[src/logic/rob_params.svh]
`ifndef ROB_PARAMS_SVH
`define ROB_PARAMS_SVH

// buffer geometry
`define ROB_DEPTH 32      // entries, power of two so pointers wrap on their own
`define ROB_LANES 3       // dispatch / complete / retire width

// datapath widths
`define XLEN 32           // result word
`define ARCH_REG_BITS 5   // architectural register index

`endif

[src/logic/rob_pkg.sv]
`include "rob_params.svh"

package rob_pkg;

    // entry index doubles as the tag handed out at dispatch
    typedef logic [$clog2(`ROB_DEPTH)-1:0] rob_tag_t;

    // free entry count, 0 up to full depth
    typedef logic [$clog2(`ROB_DEPTH):0] rob_count_t;

    // dispatch credits, capped at lane count
    typedef logic [$clog2(`ROB_LANES+1)-1:0] credit_t;

    typedef logic [`ARCH_REG_BITS-1:0] arch_reg_t;  // destination reg
    typedef logic [`XLEN-1:0] word_t;               // result value

    // coarse class, only memory vs not matters to the rob
    typedef enum logic [1:0] {
        OP_ALU   = 2'd0,
        OP_LOAD  = 2'd1,
        OP_STORE = 2'd2
    } op_class_e;

    // one rob line, 42 bits
    typedef struct packed {
        logic      busy;        // allocated, not yet retired
        logic      done;        // result written back from cdb
        logic      dest_valid;  // writes a register
        arch_reg_t dest;
        logic      is_mem;      // load or store
        logic      taken;       // taken branch, reported at completion
        word_t     value;
    } rob_entry_t;

endpackage

[src/logic/rob_ifs.sv]
`include "rob_params.svh"

// dispatch writes from allocator into the entry table
interface rob_alloc_if;

    logic [`ROB_LANES-1:0]                    wr_valid;       // prefix of lanes
    rob_pkg::rob_tag_t [`ROB_LANES-1:0]       wr_tag;         // tail, tail+1, tail+2
    rob_pkg::op_class_e [`ROB_LANES-1:0]      wr_op;
    logic [`ROB_LANES-1:0]                    wr_dest_valid;
    rob_pkg::arch_reg_t [`ROB_LANES-1:0]      wr_dest;
    rob_pkg::rob_count_t                      free_count;     // back from table

    modport alloc_side (
        output wr_valid,
        output wr_tag,
        output wr_op,
        output wr_dest_valid,
        output wr_dest,
        input  free_count
    );

    modport table_side (
        input  wr_valid,
        input  wr_tag,
        input  wr_op,
        input  wr_dest_valid,
        input  wr_dest,
        output free_count
    );

endinterface


[src/logic/rob_alloc.sv]
`include "rob_params.svh"

module rob_alloc (
    input  logic                                  clock,
    input  logic                                  reset,
    input  logic                                  squash,
    input  logic [`ROB_LANES-1:0]                 dispatch_valid,
    input  rob_pkg::op_class_e [`ROB_LANES-1:0]   dispatch_op,
    input  logic [`ROB_LANES-1:0]                 dispatch_dest_valid,
    input  rob_pkg::arch_reg_t [`ROB_LANES-1:0]   dispatch_dest,
    output rob_pkg::rob_tag_t [`ROB_LANES-1:0]    alloc_tag,
    output logic [`ROB_LANES-1:0]                 map_valid,
    output rob_pkg::credit_t                      credits,
    rob_alloc_if.alloc_side                       alloc
);

    rob_pkg::rob_tag_t tail_q;    // next free slot
    rob_pkg::credit_t  n_valid;   // lanes spent this cycle

    // consecutive tags from the tail, wrap is free since depth is 2^n
    for (genvar i = 0; i < `ROB_LANES; i++) begin : g_tag
        assign alloc_tag[i] = tail_q + rob_pkg::rob_tag_t'(i);
    end

    // map table only cares about lanes that name a register
    assign map_valid = dispatch_valid & dispatch_dest_valid;

    // lanes are a prefix, so a plain popcount gives the tail step
    always_comb begin
        n_valid = '0;
        for (int i = 0; i < `ROB_LANES; i++) begin
            n_valid = n_valid + rob_pkg::credit_t'(dispatch_valid[i]);
        end
    end

    // credits from registered free count, so they only move at the edge
    assign credits = (alloc.free_count > rob_pkg::rob_count_t'(`ROB_LANES))
                   ? rob_pkg::credit_t'(`ROB_LANES)
                   : rob_pkg::credit_t'(alloc.free_count);

    // table write port
    assign alloc.wr_valid      = dispatch_valid;
    assign alloc.wr_tag        = alloc_tag;
    assign alloc.wr_op         = dispatch_op;
    assign alloc.wr_dest_valid = dispatch_dest_valid;
    assign alloc.wr_dest       = dispatch_dest;

    always_ff @(posedge clock) begin
        if (reset || squash) begin
            tail_q <= '0;     // squash drops everything in flight
        end else begin
            tail_q <= tail_q + rob_pkg::rob_tag_t'(n_valid);
        end
    end

    // dispatcher may never leave a gap between lanes
    for (genvar i = 1; i < `ROB_LANES; i++) begin : g_prefix_chk
        a_dispatch_prefix : assert property (
            @(posedge clock) disable iff (reset)
            dispatch_valid[i] |-> dispatch_valid[i-1]
        );
    end

    // credit contract, credits come from the table's busy bits
    a_dispatch_credit : assert property (
        @(posedge clock) disable iff (reset || squash)
        n_valid <= credits
    );

endmodule

[src/flat_wrapper.sv]
// flat-port wrapper written by rule: the top's interface ports become plain ports
module rob_alloc_flat 
  (clock, reset, squash, dispatch_valid, dispatch_op, dispatch_dest_valid, dispatch_dest, alloc_tag, map_valid, credits, alloc_wr_valid, alloc_wr_tag, alloc_wr_op, alloc_wr_dest_valid, alloc_wr_dest, alloc_free_count);
  rob_alloc_if alloc_i ();
  input  logic clock;
  input  logic reset;
  input  logic squash;
  input  logic [`ROB_LANES-1:0] dispatch_valid;
  input  rob_pkg::op_class_e [`ROB_LANES-1:0] dispatch_op;
  input  logic [`ROB_LANES-1:0] dispatch_dest_valid;
  input  rob_pkg::arch_reg_t [`ROB_LANES-1:0] dispatch_dest;
  output rob_pkg::rob_tag_t [`ROB_LANES-1:0] alloc_tag;
  output logic [`ROB_LANES-1:0] map_valid;
  output rob_pkg::credit_t credits;
  output wire logic [$bits(alloc_i.wr_valid)-1:0] alloc_wr_valid;
  output wire logic [$bits(alloc_i.wr_tag)-1:0] alloc_wr_tag;
  output wire logic [$bits(alloc_i.wr_op)-1:0] alloc_wr_op;
  output wire logic [$bits(alloc_i.wr_dest_valid)-1:0] alloc_wr_dest_valid;
  output wire logic [$bits(alloc_i.wr_dest)-1:0] alloc_wr_dest;
  input wire logic [$bits(alloc_i.free_count)-1:0] alloc_free_count;
  assign alloc_wr_valid = alloc_i.wr_valid;
  assign alloc_wr_tag = alloc_i.wr_tag;
  assign alloc_wr_op = alloc_i.wr_op;
  assign alloc_wr_dest_valid = alloc_i.wr_dest_valid;
  assign alloc_wr_dest = alloc_i.wr_dest;
  assign alloc_i.free_count = alloc_free_count;
  rob_alloc u_core (.clock(clock), .reset(reset), .squash(squash), .dispatch_valid(dispatch_valid), .dispatch_op(dispatch_op), .dispatch_dest_valid(dispatch_dest_valid), .dispatch_dest(dispatch_dest), .alloc_tag(alloc_tag), .map_valid(map_valid), .credits(credits), .alloc(alloc_i));
endmodule
[config.mk]
export PLATFORM = sky130hd
export DESIGN_NAME = rob_alloc_flat
export DESIGN_NICKNAME = d
export VERILOG_FILES = /design/src/logic/rob_pkg.sv /design/src/logic/rob_ifs.sv /design/src/logic/rob_alloc.sv /design/src/flat_wrapper.sv
export VERILOG_INCLUDE_DIRS = /design/src /design/src/logic
export SDC_FILE = /design/constraint.sdc
export NUM_CORES = 1
export LEC_CHECK = 0
export ABC_AREA = 1
export ABC_CLOCK_PERIOD_IN_PS = 5400
export CORE_UTILIZATION = 30
export DETAILED_ROUTE_END_ITERATION = 8
export DONT_BUFFER_PORTS = 1
export RECOVER_POWER = 100
export SKIP_LAST_GASP = 1
export SYNTH_ARGS = -nofsm -noshare
export SYNTH_HDL_FRONTEND = slang
export SYNTH_SLANG_ARGS = --single-unit
[constraint.sdc]
create_clock -name clock -period 5.4 [get_ports clock]
set_clock_uncertainty 0.2 [all_clocks]
set_input_delay 1.08 -clock clock [delete_from_list [all_inputs] [get_ports clock]]
set_output_delay 1.08 -clock clock [all_outputs]
set_load 0.01 [all_outputs]
==> results of run 1 <==
-- critical path: cells and delay by family (launching register included) --
family	cells	cell delay, ns
adders and majority gates	1	0.29
and+or+nand+nor	1	0.10
xor gates and xnor gates	1	0.40
DFF	1	0.66
-- final timing paths --
| path | startpoint | end | slack [ns] | cells past startpoint |
|---|---|---|---|---|
| worst max-delay path | u_core.tail_q[0]$_SDFF_PP0_ | alloc_wr_tag[9] | 2.42 | 3 |
| worst min-delay path | u_core.tail_q[4]$_SDFF_PP0_ | u_core.tail_q[4]$_SDFF_PP0_ | 0.39 | 2 |
| worst max register to register | u_core.tail_q[0]$_SDFF_PP0_ | u_core.tail_q[4]$_SDFF_PP0_ | 3.01 | 6 |
| worst min register to register | u_core.tail_q[4]$_SDFF_PP0_ | u_core.tail_q[4]$_SDFF_PP0_ | 0.39 | 2 |
-- kinds of logic after synthesis --
| family | share of synthesized area |
|---|---|
| adders and majority gates | 0.118 |
| DFF | 0.132 |
| xor gates and xnor gates | 0.0691 |
| AOI/OAI and AO/OA | 0.0132 |
| and+or+nand+nor | 0.160 |
| buffers and inverters | 0.508 |
-- stage by stage --
step / utilization / setup WS [ns] / cells / power, mW
4_1_cts: 0.212 / 2.39 / 86 / 0.121
3_5_place_dp: 0.201 / 2.60 / 82 / 0.0745
2_1_floorplan: - / 2.70 / 98 / 0.101
6_report: 0.210 / 2.42 / 86 / 0.116
3_3_place_gp: 0.201 / 2.63 / 82 / 0.0732
5_1_grt: 0.210 / 2.28 / 86 / 0.126
-- final cells by class --
type	instances	area, um2	share of cell area
Tap cell	28	35.0	0.0725
Clock buffer	4	26.3	0.0544
Multi-Input combinational cell	35	269	0.557
Sequential cell	5	100	0.207
Inverter	14	52.6	0.109
-- layout by cell type (no fill, tap or decap), drive strengths merged --
master,instances
xor2,5
clkbuf,4
nand3,5
nand4,3
dfxtp,5
ha,4
a21oi,2
nand2,7
xnor2,1
inv,14
fa,2
nor2,6
-- power groups by stage --
| stage | Clock [mW] | Combinational (mW) | Sequential, mW |
|---|---|---|---|
| 6_report | 0.0437 | 0.0263 | 0.0464 |
| 5_1_grt | 0.0485 | 0.0298 | 0.0472 |
| 4_1_cts | 0.0467 | 0.0274 | 0.0466 |
| 3_5_place_dp | 0 | 0.0273 | 0.0472 |
| 3_3_place_gp | 0 | 0.0262 | 0.0470 |
| 2_1_floorplan | 0 | 0.0571 | 0.0437 |
-- routing by layer --
layer  vias to the layer above  GRT usage
met2                        44      0.118
met4                         0      0.158
met3                        14     0.0261
li1                        174          -
met1                       173     0.0653
met5                         -          0
==> results.tsv, run 1 <==
metric	value	unit
grt_max_degree	12	
start_kind	register	
setup-violations-final	0	
syn_to_final_growth	-36.5	%
grt_pass1_vias	372	
final.period_utilization	0.551	
ys_ff_latch	5	
vdd_drop_max	0.0866	mV
largestRegisters	u_core.tail_q: 5 flops	
drt_iter0_drc	1	
synth_edf_count	0	
min_period	2.98	ns
netlist_area	761	um2
grt_pass1_wl	1490	um
cts_buffer_depth	2	
synth_top_area_cell	buf_4	
core	2300	um2
whs	0.388	ns
switchingPower	0.0402	mW
wl_met2	559	um
cts_resized	0	
cpPeakStageDelay	0.66	ns
cap_violations	0	
wl_met1	344	um
ios	98	
async_reset_ff_frac	0	
setup.worst_path.end_class	output pin	
internal_power	0.0763	mW
wire_per_inst	13.1	um
hold_violations	0	
grt.overflow.total	0	
drive_above_1_share	0.138	
slew_headroom	0.623	
synth_common_cells	43 x buf_4, 12 x inv_1, 6 x nand2_1	
synth_most_common_cell	buf_4	
drv_slew	0	
largest_register	u_core.tail_q	
critical_path_arrival	1.70	ns
firstDrtPassIters	2	
die_x	52.4	um
drcViolationCount	0	
rsz0062_at_grt	no	
clk_latency	0.25	ns
post_drt_via_cell_ratio	4.71	
synth_cell_type_count	17	
layout.nets	101	
drtAntennaViolNets	0	
top_layer	met4	
setup_tns	0	ns
critPathSlowestCell	dfxtp_1	
hpwl	934	um
worst_slew_pin_slew	0.565	ns
largest_reg_flops	5	
place_congestion	0.685	
std_cell_rows	17	
postSynthCellCount	98	
synth.avg_cell_area	7.76	um2
pwr_density_cell	241	nW/um2
netSwitchingFraction	0.345	
yosys_warnings	0	
io_buffers	0	
wl_met3	163	um
fillCellCount	259	
synth_top_area_share	0.424	
synth_top_flop_cell	dfxtp_1	
htree_levels	1	
worstPathRequired	4.12	ns
clockRootBuffer	clkbuf_4	
seq_area_frac_synth	0.132	
start_util	0.331	
outcome	completed	
power_frac_comb	0.226	
cts_buffers	3	
pwr-share-clk	0.376	
hold_class	reg -> reg	
dieHeight	52.4	um
diodes	0	
final_area	483	um2
post_cts_buffers	0	
power_frac_seq	0.399	
clock_sinks	5	
placed_area	462	um2
p_leak	0.248	nW
synthTopCellsByArea	buf_4 42%, dfxtp_1 13%, ha_1 6.6%	
crit_fanout	8	
fmax	336	MHz
crit_chain	ha_1 > nand3_1 > xor2_1	
wirelength	1130	um
vias	405	
synthesis.nets	140	
antenna_found_initial	0	
grt_usage	0.0832	
dieArea	2740	um2
holdBufCountCts	0	
clk_pin_slew	0.04	ns
cts_tree	built	
critPathKind	reg -> out	
(Power assumes the default switching activity.)
==> run 2: changes to the inputs <==
- ABC_CLOCK_PERIOD_IN_PS: 5400 -> 3110
- clock period: 5.4 -> 3.11 ns (I/O delays scaled with it)
==> run 2 against run 1 <==
Net effect:
- critical path depth did not move
- combinational power grew 100%
- die area did not move
- register-to-register slack worse by 1.9 ns
- critical path type unchanged
- clock power rose by 76%
- utilization rose by 0.65 points
- routed wire length up 5.8%
- count of clock-buffer cells in the layout stayed put
- global-route usage rose by 0.84 points
==> results.tsv, run 2 (same netlist as run 1, synthesis figures left out) <==
metric	value	unit	change
cap_violations	0		unchanged
rsz0062_at_grt	no		
cts_resized	0		unchanged
antenna_found_initial	0		unchanged
firstDrtPassIters	4		+2
worst_slew_pin_slew	0.467	ns	-0.0976 ns
cts_tree	built		
core	2300	um2	unchanged
io_buffers	0		unchanged
syn_to_final_growth	-34.5	%	
grt.overflow.total	0		unchanged
min_period	2.45	ns	
drv_slew	0		unchanged
vdd_drop_max	0.214	mV	+150%
largest_register	u_core.tail_q		
outcome	completed		
clock_sinks	5		unchanged
final.period_utilization	0.789		
wire_per_inst	13.6	um	+3.4%
start_util	0.331		unchanged
clockRootBuffer	clkbuf_4		
dieHeight	52.4	um	unchanged
grt_pass1_vias	396		+6.5%
post_cts_buffers	0		unchanged
std_cell_rows	17		unchanged
grt_usage	0.0916		+0.00843
cpPeakStageDelay	0.58	ns	-0.08 ns
p_leak	0.259	nW	+4.3%
drcViolationCount	0		unchanged
largest_reg_flops	5		unchanged
critical_path_arrival	1.63	ns	-0.07 ns
clk_latency	0.25	ns	about the same
ios	98		unchanged
diodes	0		unchanged
slew_headroom	0.687		+0.0645
final_area	498	um2	+3.1%
hp-start	reset		
worstPathRequired	2.29	ns	-1.83 ns
htree_levels	1		unchanged
crit_fanout	8		unchanged
critPathKind	reg -> out		
hold_violations	0		unchanged
cts_buffers	3		unchanged
holdBufCountCts	0		unchanged
hpwl	987	um	+5.7%
crit_chain	ha_1 > nand3_1 > xor2_1		
grt_pass1_wl	1700	um	+14%
drtAntennaViolNets	0		unchanged
pwr_density_cell	412	nW/um2	+71%
hold_class	in -> reg		
drive_above_1_share	0.167		+0.0287
fmax	408	MHz	
wirelength	1200	um	+5.8%
largestRegisters	u_core.tail_q: 5 flops		
placed_area	477	um2	+3.3%
clk_pin_slew	0.05	ns	about the same
grt_max_degree	9		-3
setup.worst_path.end_class	output pin		
setup-violations-final	0		unchanged
start_kind	register		
critPathSlowestCell	dfxtp_1		
place_congestion	0.621		-9.3%
drt_iter0_drc	1		unchanged
layout_commonest_cell	inv_1		
place_ws	0.783	ns	-1.82 ns
post_drt_via_cell_ratio	4.77		+1.3%
dieArea	2740	um2	unchanged
startpoint	u_core.tail_q[1]$_SDFF_PP0_		
layout_common_cells	12 x inv_1, 6 x nand2_1, 5 x xor2_1, 5 x nor2_1, 5 x dfxtp_1		
reg2reg_from	u_core.tail_q[0]$_SDFF_PP0_		
die_x	52.4	um	unchanged
setup_ws	0.657	ns	-1.77 ns
whs	0.313	ns	-0.0743 ns
layout.nets	103		+2.0%
vias	420		+3.7%
setup_tns	0	ns	unchanged
cts_buffer_depth	2		unchanged
-- run 2: final timing paths --
kind | to | slack [ns] | cells after the start
worst max-delay path | alloc_tag[9] | 0.66 | 3
worst min register to register | u_core.tail_q[4]$_SDFF_PP0_ | 0.39 | 2
worst min-delay path | u_core.tail_q[3]$_SDFF_PP0_ | 0.31 | 3
worst max register to register | u_core.tail_q[2]$_SDFF_PP0_ | 1.13 | 5
-- run 2: metal layers --
| layer | wire [um] | share of wire | up-vias | global-route usage |
|---|---|---|---|---|
| met5 | 0 | 0 | - | 0 |
| met4 | 48 | 0.040 | 0 | 0.0877 |
| met3 | 163 | 0.14 | 14 | 0.0580 |
| met2 | 599 | 0.50 | 47 | 0.156 |
| met1 | 384 | 0.32 | 181 | 0.0671 |
| li1 | - | - | 178 | - |
-- run 2: area by class of cell --
type	count	area, um2
Fill cell	264	1800
Multi-Input combinational cell	35	269
Sequential cell	5	100
Inverter	14	52.6
Tap cell	28	35.0
Clock buffer	4	26.3
Timing Repair Buffer	2	15.0
-- run 2: per-stage QoR --
step / utilization / instances / power (mW)
2_1_floorplan: - / 98 / 0.175
3_3_place_gp: 0.208 / 84 / 0.129
3_5_place_dp: 0.208 / 84 / 0.131
4_1_cts: 0.219 / 88 / 0.210
5_1_grt: 0.217 / 88 / 0.223
6_report: 0.217 / 88 / 0.205
-- run 2: worst max-delay path: cells and delay by family (launching register included) --
family | cells | cell delay (ns)
flip-flops | 1 | 0.58
adder cells (fa/ha/maj) | 1 | 0.28
AND/OR/NAND/NOR | 1 | 0.10
XOR/XNOR | 1 | 0.42
-- run 2: report_power, final --
group	switching, mW	total [mW]	internal [mW]
registers	0.00756	0.0751	0.0676
logic	0.0348	0.0532	0.0184
clock network	0.0283	0.0770	0.0486
==> run 3: changes to the inputs <==
- ABC_CLOCK_PERIOD_IN_PS: 3110 -> 2400
- clock period: 3.11 -> 2.4 ns (I/O delays scaled with it)
==> run 3 against run 2 <==
Net effect:
- die area unchanged
- clock power increased by 23%
- largest power group is now sequential cells
- total power increased by 27%
- via count decreased by 2.1%
- largest cell class unchanged
- design area increased by 3.3%
- sequential share of layout area decreased by 0.64 points
- routed wire length decreased by 9.0%
==> results.tsv, run 3 (same netlist as run 1, synthesis figures left out) <==
metric	value	unit	change
grt_pass1_vias	407		+2.8%
post_drt_via_cell_ratio	4.57		-4.3%
cpPeakStageDelay	0.58	ns	about the same
hpwl	941	um	-4.7%
final.period_utilization	0.922		
cap_violations	0		unchanged
critPathKind	reg -> out		
vias	411		-2.1%
diodes	0		unchanged
start_util	0.331		unchanged
wirelength	1090	um	-9.0%
cts_buffer_depth	2		unchanged
outcome	completed		
antenna_found_initial	0		unchanged
place_ws	0.203	ns	-0.581 ns
clk_latency	0.24	ns	about the same
grt_max_degree	9		unchanged
setup.worst_path.end_class	output pin		
io_buffers	0		unchanged
crit_chain	ha_1 > nand3_1 > xor2_1 > clkbuf_2		
cts_buffers	3		unchanged
std_cell_rows	17		unchanged
drive_above_1_share	0.194		+0.0269
syn_to_final_growth	-32.4	%	
setup-violations-final	0		unchanged
rsz0062_at_grt	no		
place_congestion	0.659		+6.1%
setup_ws	0.187	ns	-0.470 ns
clockRootBuffer	clkbuf_4		
min_period	2.21	ns	
worstPathRequired	1.72	ns	-0.57 ns
critPathSlowestCell	dfxtp_1		
drv_slew	0		unchanged
core	2300	um2	unchanged
vdd_drop_max	0.193	mV	-9.7%
grt_usage	0.0815		-0.0101
hold_violations	0		unchanged
slew_headroom	0.692		+0.00482
cp.buffers_inverters	1		+1
drtAntennaViolNets	0		unchanged
largestRegisters	u_core.tail_q: 5 flops		
cts_tree	built		
grt_pass1_wl	1610	um	-5.3%
p_leak	0.267	nW	+3.2%
hold_class	in -> reg		
dieHeight	52.4	um	unchanged
largest_reg_flops	5		unchanged
die_x	52.4	um	unchanged
drt_iter0_drc	9		+8
wire_per_inst	12.1	um	-11%
largest_register	u_core.tail_q		
layout_common_cells	12 x inv_1, 6 x nand2_1, 5 x nor2_1, 5 x dfxtp_1		
start_kind	register		
fillCellCount	258		-2.3%
clk_pin_slew	0.04	ns	about the same
layout_commonest_cell	inv_1		
setup_tns	0	ns	unchanged
worst_slew_pin_slew	0.460	ns	-0.00720 ns
pwr_density_cell	507	nW/um2	+23%
crit_fanout	8		unchanged
ios	98		unchanged
cp_top_family	flip-flops		
critical_path_arrival	1.53	ns	-0.10 ns
clock_sinks	5		unchanged
drcViolationCount	0		unchanged
fmax	452	MHz	
firstDrtPassIters	4		unchanged
grt.overflow.total	0		unchanged
layout.nets	105		+1.9%
dieArea	2740	um2	unchanged
htree_levels	1		unchanged
==> run 3: worst paths after layout <==
check	endpoint	cells past startpoint	slack [ns]	start
worst min-delay path	u_core.tail_q[3]$_SDFF_PP0_	3	0.18	reset
worst max-delay path	alloc_tag[9]	4	0.19	u_core.tail_q[1]$_SDFF_PP0_
worst min register to register	u_core.tail_q[4]$_SDFF_PP0_	2	0.39	u_core.tail_q[4]$_SDFF_PP0_
worst max register to register	u_core.tail_q[4]$_SDFF_PP0_	6	0.42	u_core.tail_q[0]$_SDFF_PP0_
==> run 3: routing by layer <==
layer  up-vias  share of wire  track usage  routed length (um)
met5         -              0            0                   0
met4         0          0.049       0.0746                  53
met3        12           0.15       0.0348                 163
met2        53           0.49        0.137                 529
met1       166           0.31       0.0725                 341
li1        180              -            -                   -
==> run 3: repair_timing <==
| item | 4_1_cts | 5_1_grt |
|---|---|---|
| setup buffers | 0 | 0 |
| setup endpoints to repair | 0 | 2 |
| hold buffers | 0 | 0 |
| gates resized for setup | 0 | 1 |
==> run 3: worst reg2reg max path, cell delays in order (launching register included) <==
cell     delay (ns)
dfxtp_1        0.34
fa_1           0.42
ha_1           0.22
fa_1           0.42
nand3_1        0.10
nand2_1        0.05
a21oi_1        0.14
==> run 3: layout make-up <==
type	count	area, um2	area share
clock buffers	4	26.3	0.0511
inverters	14	52.6	0.102
multi-input cells	35	277	0.538
flip-flops and latches	5	100	0.195
well taps	28	35.0	0.0681
repair buffers	4	23.8	0.0462
==> run 3: power breakdown <==
part / total [mW] / switching (mW) / internal (mW)
Combinational: 0.0698 / 0.0457 / 0.0242
Clock: 0.0950 / 0.0323 / 0.0627
Sequential: 0.0959 / 0.00834 / 0.0876
==> run 3: stage by stage <==
| step | total power [mW] | cells | hold slack, ns | util | cell area [um2] |
|---|---|---|---|---|---|
| floorplan | 0.227 | 98 | 0.308 | - | 761 |
| global placement | 0.169 | 86 | 0.390 | 0.214 | 492 |
| detailed placement | 0.170 | 86 | 0.401 | 0.214 | 492 |
| CTS | 0.269 | 90 | 0.177 | 0.225 | 518 |
| global route | 0.287 | 90 | 0.190 | 0.224 | 514 |
| finish | 0.261 | 90 | 0.183 | 0.224 | 514 |
