File: config.mk
export PLATFORM = sky130hd
export DESIGN_NAME = rob_retire_flat
export DESIGN_NICKNAME = d
export VERILOG_FILES = /design/src/logic/rob_pkg.sv /design/src/logic/rob_ifs.sv /design/src/logic/rob_retire.sv /design/src/flat_wrapper.sv
export VERILOG_INCLUDE_DIRS = /design/src /design/src/logic
export SDC_FILE = /design/constraint.sdc
export NUM_CORES = 1
export LEC_CHECK = 0
export ABC_CLOCK_PERIOD_IN_PS = 3600
export BUFFER_PORTS_ARGS = -buffer_cell sky130_fd_sc_hd__buf_2
export CORE_AREA = 4 4 105 107
export CTS_BUF_LIST = sky130_fd_sc_hd__clkbuf_4 sky130_fd_sc_hd__clkbuf_8
export CTS_CLUSTER_SIZE = 14
export DETAILED_ROUTE_END_ITERATION = 12
export DIE_AREA = 0 0 109 111
export PLACE_DENSITY = 0.5
export SLEW_MARGIN = 15
export SYNTH_ARGS = -nofsm -noshare
export SYNTH_HDL_FRONTEND = slang
export SYNTH_SLANG_ARGS = --single-unit
File: constraint.sdc
create_clock -name clock -period 3.6 [get_ports clock]
set_input_delay 0.36 -clock clock [delete_from_list [all_inputs] [get_ports clock]]
set_output_delay 0.36 -clock clock [all_outputs]
set_load 0.02 [all_outputs]
File: src/logic/rob_params.svh
`ifndef ROB_PARAMS_SVH
`define ROB_PARAMS_SVH

// buffer geometry
`define ROB_DEPTH 32      // entries, power of two so pointers wrap on their own
`define ROB_LANES 3       // dispatch / complete / retire width

// datapath widths
`define XLEN 32           // result word
`define ARCH_REG_BITS 5   // architectural register index

`endif

File: src/logic/rob_pkg.sv
`include "rob_params.svh"

package rob_pkg;

    // entry index doubles as the tag handed out at dispatch
    typedef logic [$clog2(`ROB_DEPTH)-1:0] rob_tag_t;

    // free entry count, 0 up to full depth
    typedef logic [$clog2(`ROB_DEPTH):0] rob_count_t;

    // dispatch credits, capped at lane count
    typedef logic [$clog2(`ROB_LANES+1)-1:0] credit_t;

    typedef logic [`ARCH_REG_BITS-1:0] arch_reg_t;  // destination reg
    typedef logic [`XLEN-1:0] word_t;               // result value

    // coarse class, only memory vs not matters to the rob
    typedef enum logic [1:0] {
        OP_ALU   = 2'd0,
        OP_LOAD  = 2'd1,
        OP_STORE = 2'd2
    } op_class_e;

    // one rob line, 42 bits
    typedef struct packed {
        logic      busy;        // allocated, not yet retired
        logic      done;        // result written back from cdb
        logic      dest_valid;  // writes a register
        arch_reg_t dest;
        logic      is_mem;      // load or store
        logic      taken;       // taken branch, reported at completion
        word_t     value;
    } rob_entry_t;

endpackage

File: src/logic/rob_ifs.sv
`include "rob_params.svh"


// head window between retire logic and the table
interface rob_head_if;

    rob_pkg::rob_tag_t                        head_tag;
    logic [`ROB_LANES-1:0]                    retire_mask;    // lanes leaving this cycle
    rob_pkg::rob_entry_t [`ROB_LANES-1:0]     head_entry;     // entries at head..head+2

    modport retire_side (
        output head_tag,
        output retire_mask,
        input  head_entry
    );

    modport table_side (
        input  head_tag,
        input  retire_mask,
        output head_entry
    );

endinterface

File: src/logic/rob_retire.sv
`include "rob_params.svh"

module rob_retire (
    input  logic                                  clock,
    input  logic                                  reset,
    input  logic                                  squash,
    input  logic                                  mem_busy,
    output logic [`ROB_LANES-1:0]                 retire_valid,
    output rob_pkg::rob_tag_t [`ROB_LANES-1:0]    retire_tag,
    output logic [`ROB_LANES-1:0]                 retire_dest_valid,
    output rob_pkg::arch_reg_t [`ROB_LANES-1:0]   retire_dest,
    output rob_pkg::word_t [`ROB_LANES-1:0]       retire_value,
    output logic [`ROB_LANES-1:0]                 retire_taken,
    rob_head_if.retire_side                       head
);

    rob_pkg::rob_tag_t      head_q;               // oldest live entry
    logic [`ROB_LANES-1:0]  serial;               // mem op or taken branch
    logic [`ROB_LANES-1:0]  mem_before;           // a lower lane is mem
    logic [`ROB_LANES-1:0]  blocked;
    rob_pkg::credit_t       n_retire;

    assign head.head_tag = head_q;

    for (genvar i = 0; i < `ROB_LANES; i++) begin : g_lane
        assign serial[i] = head.head_entry[i].is_mem || head.head_entry[i].taken;

        // mem unit busy or an earlier mem op in this group holds it back
        assign blocked[i] = serial[i] && (mem_busy || mem_before[i]);

        // retire fields pass straight from the head entries
        assign retire_tag[i]        = head_q + rob_pkg::rob_tag_t'(i);
        assign retire_dest_valid[i] = head.head_entry[i].dest_valid;
        assign retire_dest[i]       = head.head_entry[i].dest;
        assign retire_value[i]      = head.head_entry[i].value;
        assign retire_taken[i]      = head.head_entry[i].taken;
    end

    // running or of is_mem below each lane
    always_comb begin
        mem_before[0] = 1'b0;
        for (int i = 1; i < `ROB_LANES; i++) begin
            mem_before[i] = mem_before[i-1] || head.head_entry[i-1].is_mem;
        end
    end

    // in order, a lane goes only if every older lane goes too
    always_comb begin
        retire_valid[0] = head.head_entry[0].busy && head.head_entry[0].done && !blocked[0];
        for (int i = 1; i < `ROB_LANES; i++) begin
            retire_valid[i] = retire_valid[i-1] && head.head_entry[i].busy &&
                              head.head_entry[i].done && !blocked[i];
        end
    end

    assign head.retire_mask = retire_valid;   // table frees these lines

    always_comb begin
        n_retire = '0;
        for (int i = 0; i < `ROB_LANES; i++) begin
            n_retire = n_retire + rob_pkg::credit_t'(retire_valid[i]);
        end
    end

    always_ff @(posedge clock) begin
        if (reset || squash) begin
            head_q <= '0;
        end else begin
            head_q <= head_q + rob_pkg::rob_tag_t'(n_retire);  // step by group size
        end
    end

    // live entries sit contiguous from the head, so window busy bits are a prefix
    for (genvar i = 1; i < `ROB_LANES; i++) begin : g_prefix_chk
        a_head_prefix : assert property (
            @(posedge clock) disable iff (reset)
            head.head_entry[i].busy |-> head.head_entry[i-1].busy
        );
    end

endmodule

File: src/flat_wrapper.sv
// flat-port wrapper written by rule: the top's interface ports become plain ports
module rob_retire_flat 
  (clock, reset, squash, mem_busy, retire_valid, retire_tag, retire_dest_valid, retire_dest, retire_value, retire_taken, head_head_tag, head_retire_mask, head_head_entry);
  rob_head_if head_i ();
  input  logic clock;
  input  logic reset;
  input  logic squash;
  input  logic mem_busy;
  output logic [`ROB_LANES-1:0] retire_valid;
  output rob_pkg::rob_tag_t [`ROB_LANES-1:0] retire_tag;
  output logic [`ROB_LANES-1:0] retire_dest_valid;
  output rob_pkg::arch_reg_t [`ROB_LANES-1:0] retire_dest;
  output rob_pkg::word_t [`ROB_LANES-1:0] retire_value;
  output logic [`ROB_LANES-1:0] retire_taken;
  output wire logic [$bits(head_i.head_tag)-1:0] head_head_tag;
  output wire logic [$bits(head_i.retire_mask)-1:0] head_retire_mask;
  input wire logic [$bits(head_i.head_entry)-1:0] head_head_entry;
  assign head_head_tag = head_i.head_tag;
  assign head_retire_mask = head_i.retire_mask;
  assign head_i.head_entry = head_head_entry;
  rob_retire u_core (.clock(clock), .reset(reset), .squash(squash), .mem_busy(mem_busy), .retire_valid(retire_valid), .retire_tag(retire_tag), .retire_dest_valid(retire_dest_valid), .retire_dest(retire_dest), .retire_value(retire_value), .retire_taken(retire_taken), .head(head_i));
endmodule
==> results of run 1 <==
where the power goes:
group	switching, uW	internal (uW)	leakage, uW
combinational	16.6	12.8	0.000351
clock	27.3	83.5	0.0000262
sequential	0.729	56.2	0.0000403
layout by cell type, fill, tap and decap left out, drive strengths merged:
| cell | instances |
|---|---|
| clkbuf | 4 |
| dfxtp | 5 |
| nand3 | 3 |
| or3 | 1 |
| inv | 7 |
| and2 | 2 |
| o21ai | 2 |
| xor2 | 3 |
| and4bb | 1 |
| a21boi | 1 |
| o22ai | 1 |
| buf | 44 |
| xnor2 | 4 |
| nor3 | 2 |
| nor2 | 1 |
| and4 | 1 |
| nor2b | 1 |
| nand2 | 3 |
| a21oi | 1 |
| ha | 4 |
| o32ai | 1 |
| fa | 2 |
synth_stat cells, drive strengths merged, types with 2 or more instances:
library cell | number | area, um^2
buf | 128 | 958
inv | 7 | 26.3
dfxtp | 5 | 100
ha | 4 | 50.1
xnor2 | 4 | 35.0
nand2 | 3 | 11.3
nand3 | 3 | 15.0
xor2 | 3 | 26.3
and2 | 2 | 12.5
fa | 2 | 40.0
nor3 | 2 | 10.0
o21ai | 2 | 10.0
logic make-up after synthesis:
kind of cell / count (synthesis)
xor gates and xnor gates: 7
and+or+nand+nor: 15
adders and majority gates: 6
buffers and inverters: 135
AOI/OAI and AO/OA: 6
DFF: 5
final cells by class:
cell class,count,area share
Clock buffer,4,0.0580
Sequential cell,5,0.119
Timing Repair Buffer,44,0.262
Tap cell,136,0.202
Multi-Input combinational cell,34,0.327
Inverter,7,0.0313
how the worst min path moves through the flow:
stage,start,end,slack (ns)
floorplan,reset,u_core.head.head_tag[2],0.44
global placement,reset,u_core.head.head_tag[4],0.56
detailed placement,reset,u_core.head.head_tag[2],0.56
CTS,reset,u_core.head.head_tag[2],0.34
global route,reset,u_core.head.head_tag[2],0.34
finish,reset,u_core.head.head_tag[2],0.34
per-layer routing:
metal | GRT usage | wire [um] | up-vias
met5 | 0 | 0 | -
met4 | 0.0749 | 402 | 0
met3 | 0.0204 | 407 | 62
met2 | 0.0590 | 1140 | 70
met1 | 0.0236 | 629 | 273
li1 | - | - | 250
metrics by stage:
step / worst slack, ns / hold slack [ns] / cell area (um^2) / std cells / utilization
floorplan: 1.05 / 0.437 / 1360 / 174 / -
global placement: 1.02 / 0.561 / 792 / 226 / 0.0781
detailed placement: 0.963 / 0.564 / 792 / 226 / 0.0781
CTS: 1.16 / 0.335 / 841 / 230 / 0.0829
global route: 1.04 / 0.336 / 841 / 230 / 0.0829
finish: 1.18 / 0.338 / 841 / 230 / 0.0829
==> results.tsv, run 1 <==
metric	value	unit
port-buffer-count	44	
overflow	0	
gr-usage-all-layers	0.0398	
synth-edff-count	0	
grt_max_degree	10	
r2r-end	u_core.head.head_tag[4]	
final_nets	231	
worst_setup_path_end_kind	register	
drtIter0Drc	15	
ios	273	
cts.hold.buffers_added	0	
synth_cell_type_count	23	
startpoint	head_head_entry[33]	
worstSetupEndpoint	u_core.head.head_tag[4]	
regArea	100	um^2
cp_num_buf_inv	3	
ir_worst_vdd	61.1	uV
clkTransAtPathRegs	0.03	ns
vias	655	
max_slew_margin	0.759	
cts_sinks	5	
reg2reg_depth	8	
hold_depth	2	
hpwl	2210	um
finalSetupViolCount	0	
maxSlewViolCount	0	
cts.repair.resized	0	
reg2reg_from	u_core.head.head_tag[0]	
synth-async-reset-ratio	0	
status	completed	
place.gp.congestion	0.671	
synth_compound_area_frac	0.0276	
finalPower	197	uW
routedWlPerCell	11.2	um
drt_first_pass_iters	3	
clock_skew	0.00270	ns
ys_seq_elements	5	
start_util	0.134	
dieArea	12100	um^2
netlist_instances	174	
die_y	111	um
critPathSlowestCell	fa_1	
drc	0	
max-cap-violations	0	
n_fill_cell	1180	
core_area	10100	um^2
cts_tree	done	
r2r_setup_slack	1.49	ns
fmax	413	MHz
path_depth	11	
drtAntennaViolNets	0	
path_max_fanout	4	
insertion_delay	0.22	ns
synth_ff_type	dfxtp_1	
synth_top_family_by_area	buffers and inverters	
finalHoldViolCount	0	
postCtsSetupBuffers	0	
slowest_delay	0.53	ns
grt_pass1_vias	679	
synth_area	1360	um^2
antenna_cells	0	
start_kind	input pin	
critical_path_class	input pin to register	
synth_seq_area_share	0.0736	
synthXorXnorAreaFrac	0.0451	
antenna_found_initial	0	
clock_path_buffers	2	
multi_input_area	275	um^2
crit_arrival	2.53	ns
layout-drive-gt1-share	0.532	
p_leak	0.000417	uW
fin_tns_setup	0	ns
wirelength	2580	um
synthSimpleGateAreaFrac	0.0635	
yosys_warnings	0	
holdCritPathClass	input pin to register	
row_count	37	
grt_setup_unrepaired	no	
die_w	109	um
period_needed	2.42	ns
cts.htree.levels	1	
grt_pass1_wl	3590	um
period_share	0.673	
synth.avg_cell_area	7.82	um^2
area_growth	-38.2	%
cts_root_buf	clkbuf_8	
largest_register_ffs	5	
synthMuxAreaShare	0	
cts_buffers	3	
vias_per_cell	2.85	
required	3.71	ns
synthesis.nets	310	
critPathTopFamily	adder cells	
worstPathCellList	buf_2 > o21ai_0 > and4bb_2 > inv_1 > fa_1 > inv_1 > ha_1 > fa_1 > nand3_1 > xor2_1 > nor3_1	
tightest_slew	0.361	ns
powerDensity	234	nW/um^2
synth_fa_ha_area_frac	0.0662	
No activity file was read; power rests on OpenSTA's default activity.
==> run 2, diff against run 1 <==
--- a/config.mk
+++ b/config.mk
@@ -6,14 +6,14 @@
 export SDC_FILE = /design/constraint.sdc
 export NUM_CORES = 1
 export LEC_CHECK = 0
-export ABC_CLOCK_PERIOD_IN_PS = 3600
+export ABC_CLOCK_PERIOD_IN_PS = 2300
 export BUFFER_PORTS_ARGS = -buffer_cell sky130_fd_sc_hd__buf_2
-export CORE_AREA = 4 4 105 107
+export CORE_AREA = 4 4 103 105
 export CTS_BUF_LIST = sky130_fd_sc_hd__clkbuf_4 sky130_fd_sc_hd__clkbuf_8
 export CTS_CLUSTER_SIZE = 14
 export DETAILED_ROUTE_END_ITERATION = 12
-export DIE_AREA = 0 0 109 111
-export PLACE_DENSITY = 0.5
+export DIE_AREA = 0 0 107 109
+export PLACE_DENSITY = 0.52
 export SLEW_MARGIN = 15
 export SYNTH_ARGS = -nofsm -noshare
 export SYNTH_HDL_FRONTEND = slang
==> constraint.sdc (replaced) <==
create_clock -name clock -period 2.3 [get_ports clock]
set_input_delay 0.23 -clock clock [delete_from_list [all_inputs] [get_ports clock]]
set_output_delay 0.23 -clock clock [all_outputs]
set_load 0.02 [all_outputs]
==> results.tsv, run 2 (same netlist as run 1, synthesis figures left out) <==
metric	value	unit	change
status	completed		unchanged
multi_input_area	280	um^2	was 275 um^2
crit_arrival	2.23	ns	was 2.53 ns
max-cap-violations	0		unchanged
cts_sinks	5		unchanged
p_leak	0.000437	uW	was 0.000417 uW
period_share	0.925		
drc	0		unchanged
fmax	470	MHz	
worst_setup_path_end_kind	register		unchanged
final_cell_mix	buf_2 (44), inv_1 (5), dfxtp_1 (5)		was buf_2 (44), inv_1 (6), dfxtp_1 (5)
grt_max_degree	10		unchanged
core_area	9640	um^2	was 10100 um^2
wirelength	2760	um	was 2580 um
start_util	0.141		was 0.134
path_max_fanout	3		was 4
port-buffer-count	44		unchanged
critPathSlowestCell	fa_1		unchanged
powerDensity	360	nW/um^2	was 234 nW/um^2
hpwl	2380	um	was 2210 um
antenna_found_initial	0		unchanged
maxSlewViolCount	0		unchanged
holdCritPathClass	input pin to register		unchanged
worstPathCellList	buf_2 > o21ai_1 > and4bb_2 > inv_2 > fa_1 > inv_1 > ha_1 > fa_2 > nand3_1 > xor2_1 > nor3_1		was buf_2 > o21ai_0 > and4bb_2 > inv_1 > fa_1 > inv_1 > ha_1 > fa_1 > nand3_1 > xor2_1 > nor3_1
start_kind	input pin		unchanged
n_fill_cell	1154		was 1180
cts_tree	done		unchanged
die_y	109	um	was 111 um
largest_register_ffs	5		unchanged
finalPower	314	uW	was 197 uW
cts_root_buf	clkbuf_8		unchanged
required	2.41	ns	was 3.71 ns
drtAntennaViolNets	0		unchanged
regArea	100	um^2	unchanged
drt_first_pass_iters	3		unchanged
grt_pass1_vias	691		was 679
routedWlPerCell	12.0	um	was 11.2 um
drtIter0Drc	3		was 15
area_growth	-35.9	%	was -38.2%
clock_skew	0.00100	ns	was 0.00270 ns
finalSetupViolCount	0		unchanged
postCtsSetupBuffers	0		unchanged
max_slew_margin	0.751		was 0.759
vias_per_cell	2.81		was 2.85
grt_pass1_wl	3800	um	was 3590 um
ios	273		unchanged
die_w	107	um	was 109 um
finalHoldViolCount	0		unchanged
cts.htree.levels	1		unchanged
layout-drive-gt1-share	0.582		was 0.532
ir_worst_vdd	119	uV	was 61.1 uV
gr-usage-all-layers	0.0437		was 0.0398
final_common_cell	buf_2		unchanged
dieArea	11700	um^2	was 12100 um^2
final_nets	235		was 231
cp_num_buf_inv	3		unchanged
overflow	0		unchanged
slowest_delay	0.52	ns	was 0.53 ns
tightest_slew	0.373	ns	was 0.361 ns
vias	650		was 655
insertion_delay	0.22	ns	about the same
whs	0.205	ns	was 0.338 ns
clock_path_buffers	2		unchanged
row_count	36		was 37
critical_path_class	input pin to register		unchanged
period_needed	2.13	ns	
cts_buffers	3		unchanged
place.gp.congestion	0.671		about the same
critPathTopFamily	adder cells		unchanged
grt_setup_unrepaired	no		unchanged
antenna_cells	0		unchanged
clkTransAtPathRegs	0.04	ns	was 0.03 ns
-- run 2: cell types whose count changed in the layout (fill, tap and decap cells not counted) --
cell / change
nor2b_1: -1
o21ai_1: +1
fa_1: -1
inv_2: +1
buf_4: +4
inv_1: -1
fa_2: +1
o21ai_0: -1
nor2b_2: +1
-- run 2: area by class of cell --
class	instances	area share
clock buffers	4	0.0560
inverters	7	0.0301
multi-input cells	34	0.321
flip-flops and latches	5	0.115
well taps	133	0.191
repair buffers	48	0.287
-- run 2: what timing repair did --
action                                  4_1_cts  5_1_grt
hold buffers                                  0        0
endpoints found under the hold margin         0        0
gates resized for setup                       0        1
endpoints found under the setup margin        0        2
-- run 2: per-stage QoR --
stage	worst slack, ns	util	setup TNS (ns)	instances	area, um^2
3_3_place_gp	-0.0557	0.0854	-0.0557	227	823
6_report	0.174	0.0905	0	231	872
4_1_cts	0.103	0.0905	0	231	872
5_1_grt	0.0581	0.0905	0	231	872
2_1_floorplan	0.0198	-	0	174	1370
3_5_place_dp	-0.128	0.0854	-0.200	227	823
-- run 2: worst paths after layout --
path / startpoint / end / slack, ns / cells after the start
hold reg to reg: u_core.head.head_tag[3] / u_core.head.head_tag[3] / 0.65 / 2
hold / removal: reset / u_core.head.head_tag[4] / 0.21 / 2
setup reg to reg: u_core.head.head_tag[0] / u_core.head.head_tag[4] / 0.40 / 8
setup / recovery: head_head_entry[33] / u_core.head.head_tag[4] / 0.17 / 11
-- run 2: worst register-to-register path, stage by stage (launching register included) --
cell and delay, ns:
dfxtp_1 0.32, inv_1 0.07, fa_1 0.50, inv_1 0.04, ha_1 0.19, fa_2 0.35, nand3_1 0.10, xor2_1 0.15
nor3_1 0.06
-- run 2: power by group --
group	total (uW)	internal, uW	leakage, uW	switching [uW]
Combinational	52.5	23.4	0.000370	29.1
Clock	173	131	0.0000262	42.0
Sequential	88.5	88.0	0.0000403	0.556
Total	314	242	0.000437	71.6
-- run 2: metal layers --
layer | global-route usage | up-vias | part of all wire
li1 | - | 262 | -
met1 | 0.0332 | 270 | 0.27
met2 | 0.0625 | 74 | 0.46
met3 | 0.0272 | 44 | 0.16
met4 | 0.0667 | 0 | 0.11
met5 | 0 | - | 0
==> run 3, diff against run 2 <==
--- a/config.mk
+++ b/config.mk
@@ -8,12 +8,12 @@
 export LEC_CHECK = 0
 export ABC_CLOCK_PERIOD_IN_PS = 2300
 export BUFFER_PORTS_ARGS = -buffer_cell sky130_fd_sc_hd__buf_2
-export CORE_AREA = 4 4 103 105
+export CORE_AREA = 2 2 107 109
 export CTS_BUF_LIST = sky130_fd_sc_hd__clkbuf_4 sky130_fd_sc_hd__clkbuf_8
 export CTS_CLUSTER_SIZE = 14
 export DETAILED_ROUTE_END_ITERATION = 12
-export DIE_AREA = 0 0 107 109
-export PLACE_DENSITY = 0.52
+export DIE_AREA = 0 0 109 111
+export PLACE_DENSITY = 0.47
 export SLEW_MARGIN = 15
 export SYNTH_ARGS = -nofsm -noshare
 export SYNTH_HDL_FRONTEND = slang
==> results.tsv, run 3 (same netlist as run 1, synthesis figures left out) <==
metric	value	unit	change
grt_pass1_wl	3750	um	was 3800 um
path_max_fanout	3		unchanged
finalPower	313	uW	was 314 uW
n_fill_cell	1285		was 1154
cts.htree.levels	1		unchanged
antenna_cells	0		unchanged
critical_path_class	input pin to register		unchanged
drtAntennaViolNets	0		unchanged
holdCritPathClass	input pin to register		unchanged
grt_setup_unrepaired	no		unchanged
p_int	242	uW	about the same
fmax	472	MHz	was 470 MHz
gr-usage-met1	0.0349		was 0.0332
cts_sinks	5		unchanged
clock_skew	0.00111	ns	was 0.00100 ns
antenna_found_initial	0		unchanged
drt_first_pass_iters	3		unchanged
tightest_slew	0.392	ns	was 0.373 ns
final_nets	236		was 235
status	completed		unchanged
power_switching	71.1	uW	was 71.6 uW
multi_input_area	280	um^2	unchanged
ios	273		unchanged
routedWlPerCell	10.7	um	was 12.0 um
clkTransAtPathRegs	0.04	ns	about the same
overflow	0		unchanged
powerDensity	351	nW/um^2	was 360 nW/um^2
regArea	100	um^2	unchanged
cts_buffers	3		unchanged
worst_setup_path_end_kind	register		unchanged
final_cell_mix	buf_2 (44), inv_1 (5), buf_4 (5), dfxtp_1 (5)		was buf_2 (44), inv_1 (5), dfxtp_1 (5)
share_seq_of_total_power	0.283		was 0.282
row_count	39		was 36
use_met2	0.0472		was 0.0625
vias	641		was 650
port-buffer-count	44		unchanged
final_common_cell	buf_2		unchanged
switching_share	0.227		was 0.228
die_y	111	um	was 109 um
drc	0		unchanged
p_leak	0.000442	uW	was 0.000437 uW
dp.cells	238		was 227
wirelength	2590	um	was 2760 um
period_share	0.922		was 0.925
busiest_layer	met4		unchanged
vias_per_cell	2.65		was 2.81
crit_arrival	2.23	ns	about the same
dieArea	12100	um^2	was 11700 um^2
layout-drive-gt1-share	0.586		was 0.582
max_slew_margin	0.738		was 0.751
ir_worst_vdd	73.7	uV	was 119 uV
start_kind	input pin		unchanged
hpwl	2210	um	was 2380 um
p_comb_frac	0.162		was 0.167
maxSlewViolCount	0		unchanged
die_w	109	um	was 107 um
grt_pass1_vias	703		was 691
finalSetupViolCount	0		unchanged
cts.hold.buffers_added	0		unchanged
drtIter0Drc	21		was 3
required	2.41	ns	about the same
largest_register_ffs	5		unchanged
core_area	11100	um^2	was 9640 um^2
period_needed	2.12	ns	was 2.13 ns
finalHoldViolCount	0		unchanged
cts_root_buf	clkbuf_8		unchanged
gr-usage-all-layers	0.0423		was 0.0437
p_clk_frac	0.555		was 0.550
met3_usage	0.0229		was 0.0272
insertion_delay	0.22	ns	about the same
area_growth	-34.4	%	was -35.9%
max-cap-violations	0		unchanged
grt_max_degree	10		unchanged
place.gp.congestion	0.660		was 0.671
start_util	0.123		was 0.141
clock_path_buffers	2		unchanged
stdcell_count	242		was 231
cts_tree	done		unchanged
==> run 3: cell count changes in the layout (fill, tap and decap cells not counted), sizes merged <==
cell / previous run / this run
buf: 48 / 49
==> run 3: critical path: stages <==
cell,delay (ns)
buf_2,0.11
o21ai_1,0.14
and4bb_2,0.26
inv_2,0.05
fa_1,0.52
inv_1,0.04
ha_1,0.20
fa_2,0.36
nand3_1,0.11
xor2_1,0.15
nor3_1,0.05
==> run 3: cell type report <==
class                   count  share of cell area
flip-flops and latches      5               0.112
repair buffers             49               0.289
well taps                 143               0.201
clock buffers               4              0.0547
inverters                   7              0.0295
multi-input cells          34               0.314
==> run 3: routing by layer <==
metal | up-vias | routed length [um]
met5 | - | 0
met4 | 0 | 438
met3 | 54 | 410
met2 | 50 | 968
met1 | 275 | 771
li1 | 262 | -
==> run 3: final timing paths <==
check                          startpoint  slack [ns]                       to  cells after the start
hold / removal                      reset        0.20  u_core.head.head_tag[4]                      2
setup / recovery      head_head_entry[33]        0.18  u_core.head.head_tag[4]                     11
setup reg to reg  u_core.head.head_tag[0]        0.39  u_core.head.head_tag[4]                      8
hold reg to reg   u_core.head.head_tag[4]        0.64  u_core.head.head_tag[4]                      2
==> run 3: what timing repair did <==
| item | CTS | global route |
|---|---|---|
| resized for setup | 0 | 1 |
| buffers inserted | 0 | 0 |
| endpoints found under the setup margin | 0 | 1 |
==> run 3: stage by stage <==
stage | setup WS [ns] | utilization | hold WS, ns | area, um^2 | TNS, ns
finish | 0.180 | 0.0805 | 0.204 | 892 | 0
global route | 0.0452 | 0.0805 | 0.207 | 892 | 0
CTS | 0.114 | 0.0805 | 0.199 | 892 | 0
detailed placement | -0.109 | 0.0761 | 0.434 | 843 | -0.160
global placement | -0.0546 | 0.0761 | 0.428 | 843 | -0.0546
floorplan | 0.0198 | - | 0.307 | 1370 | 0
==> run 3: power by group through the flow <==
stage	Clock, uW	Combinational (uW)	Sequential, uW
global placement	0	50.8	90.0
floorplan	0	318	91.1
finish	174	50.8	88.6
detailed placement	0	51.5	90.0
CTS	179	51.9	88.7
global route	184	57.4	88.8
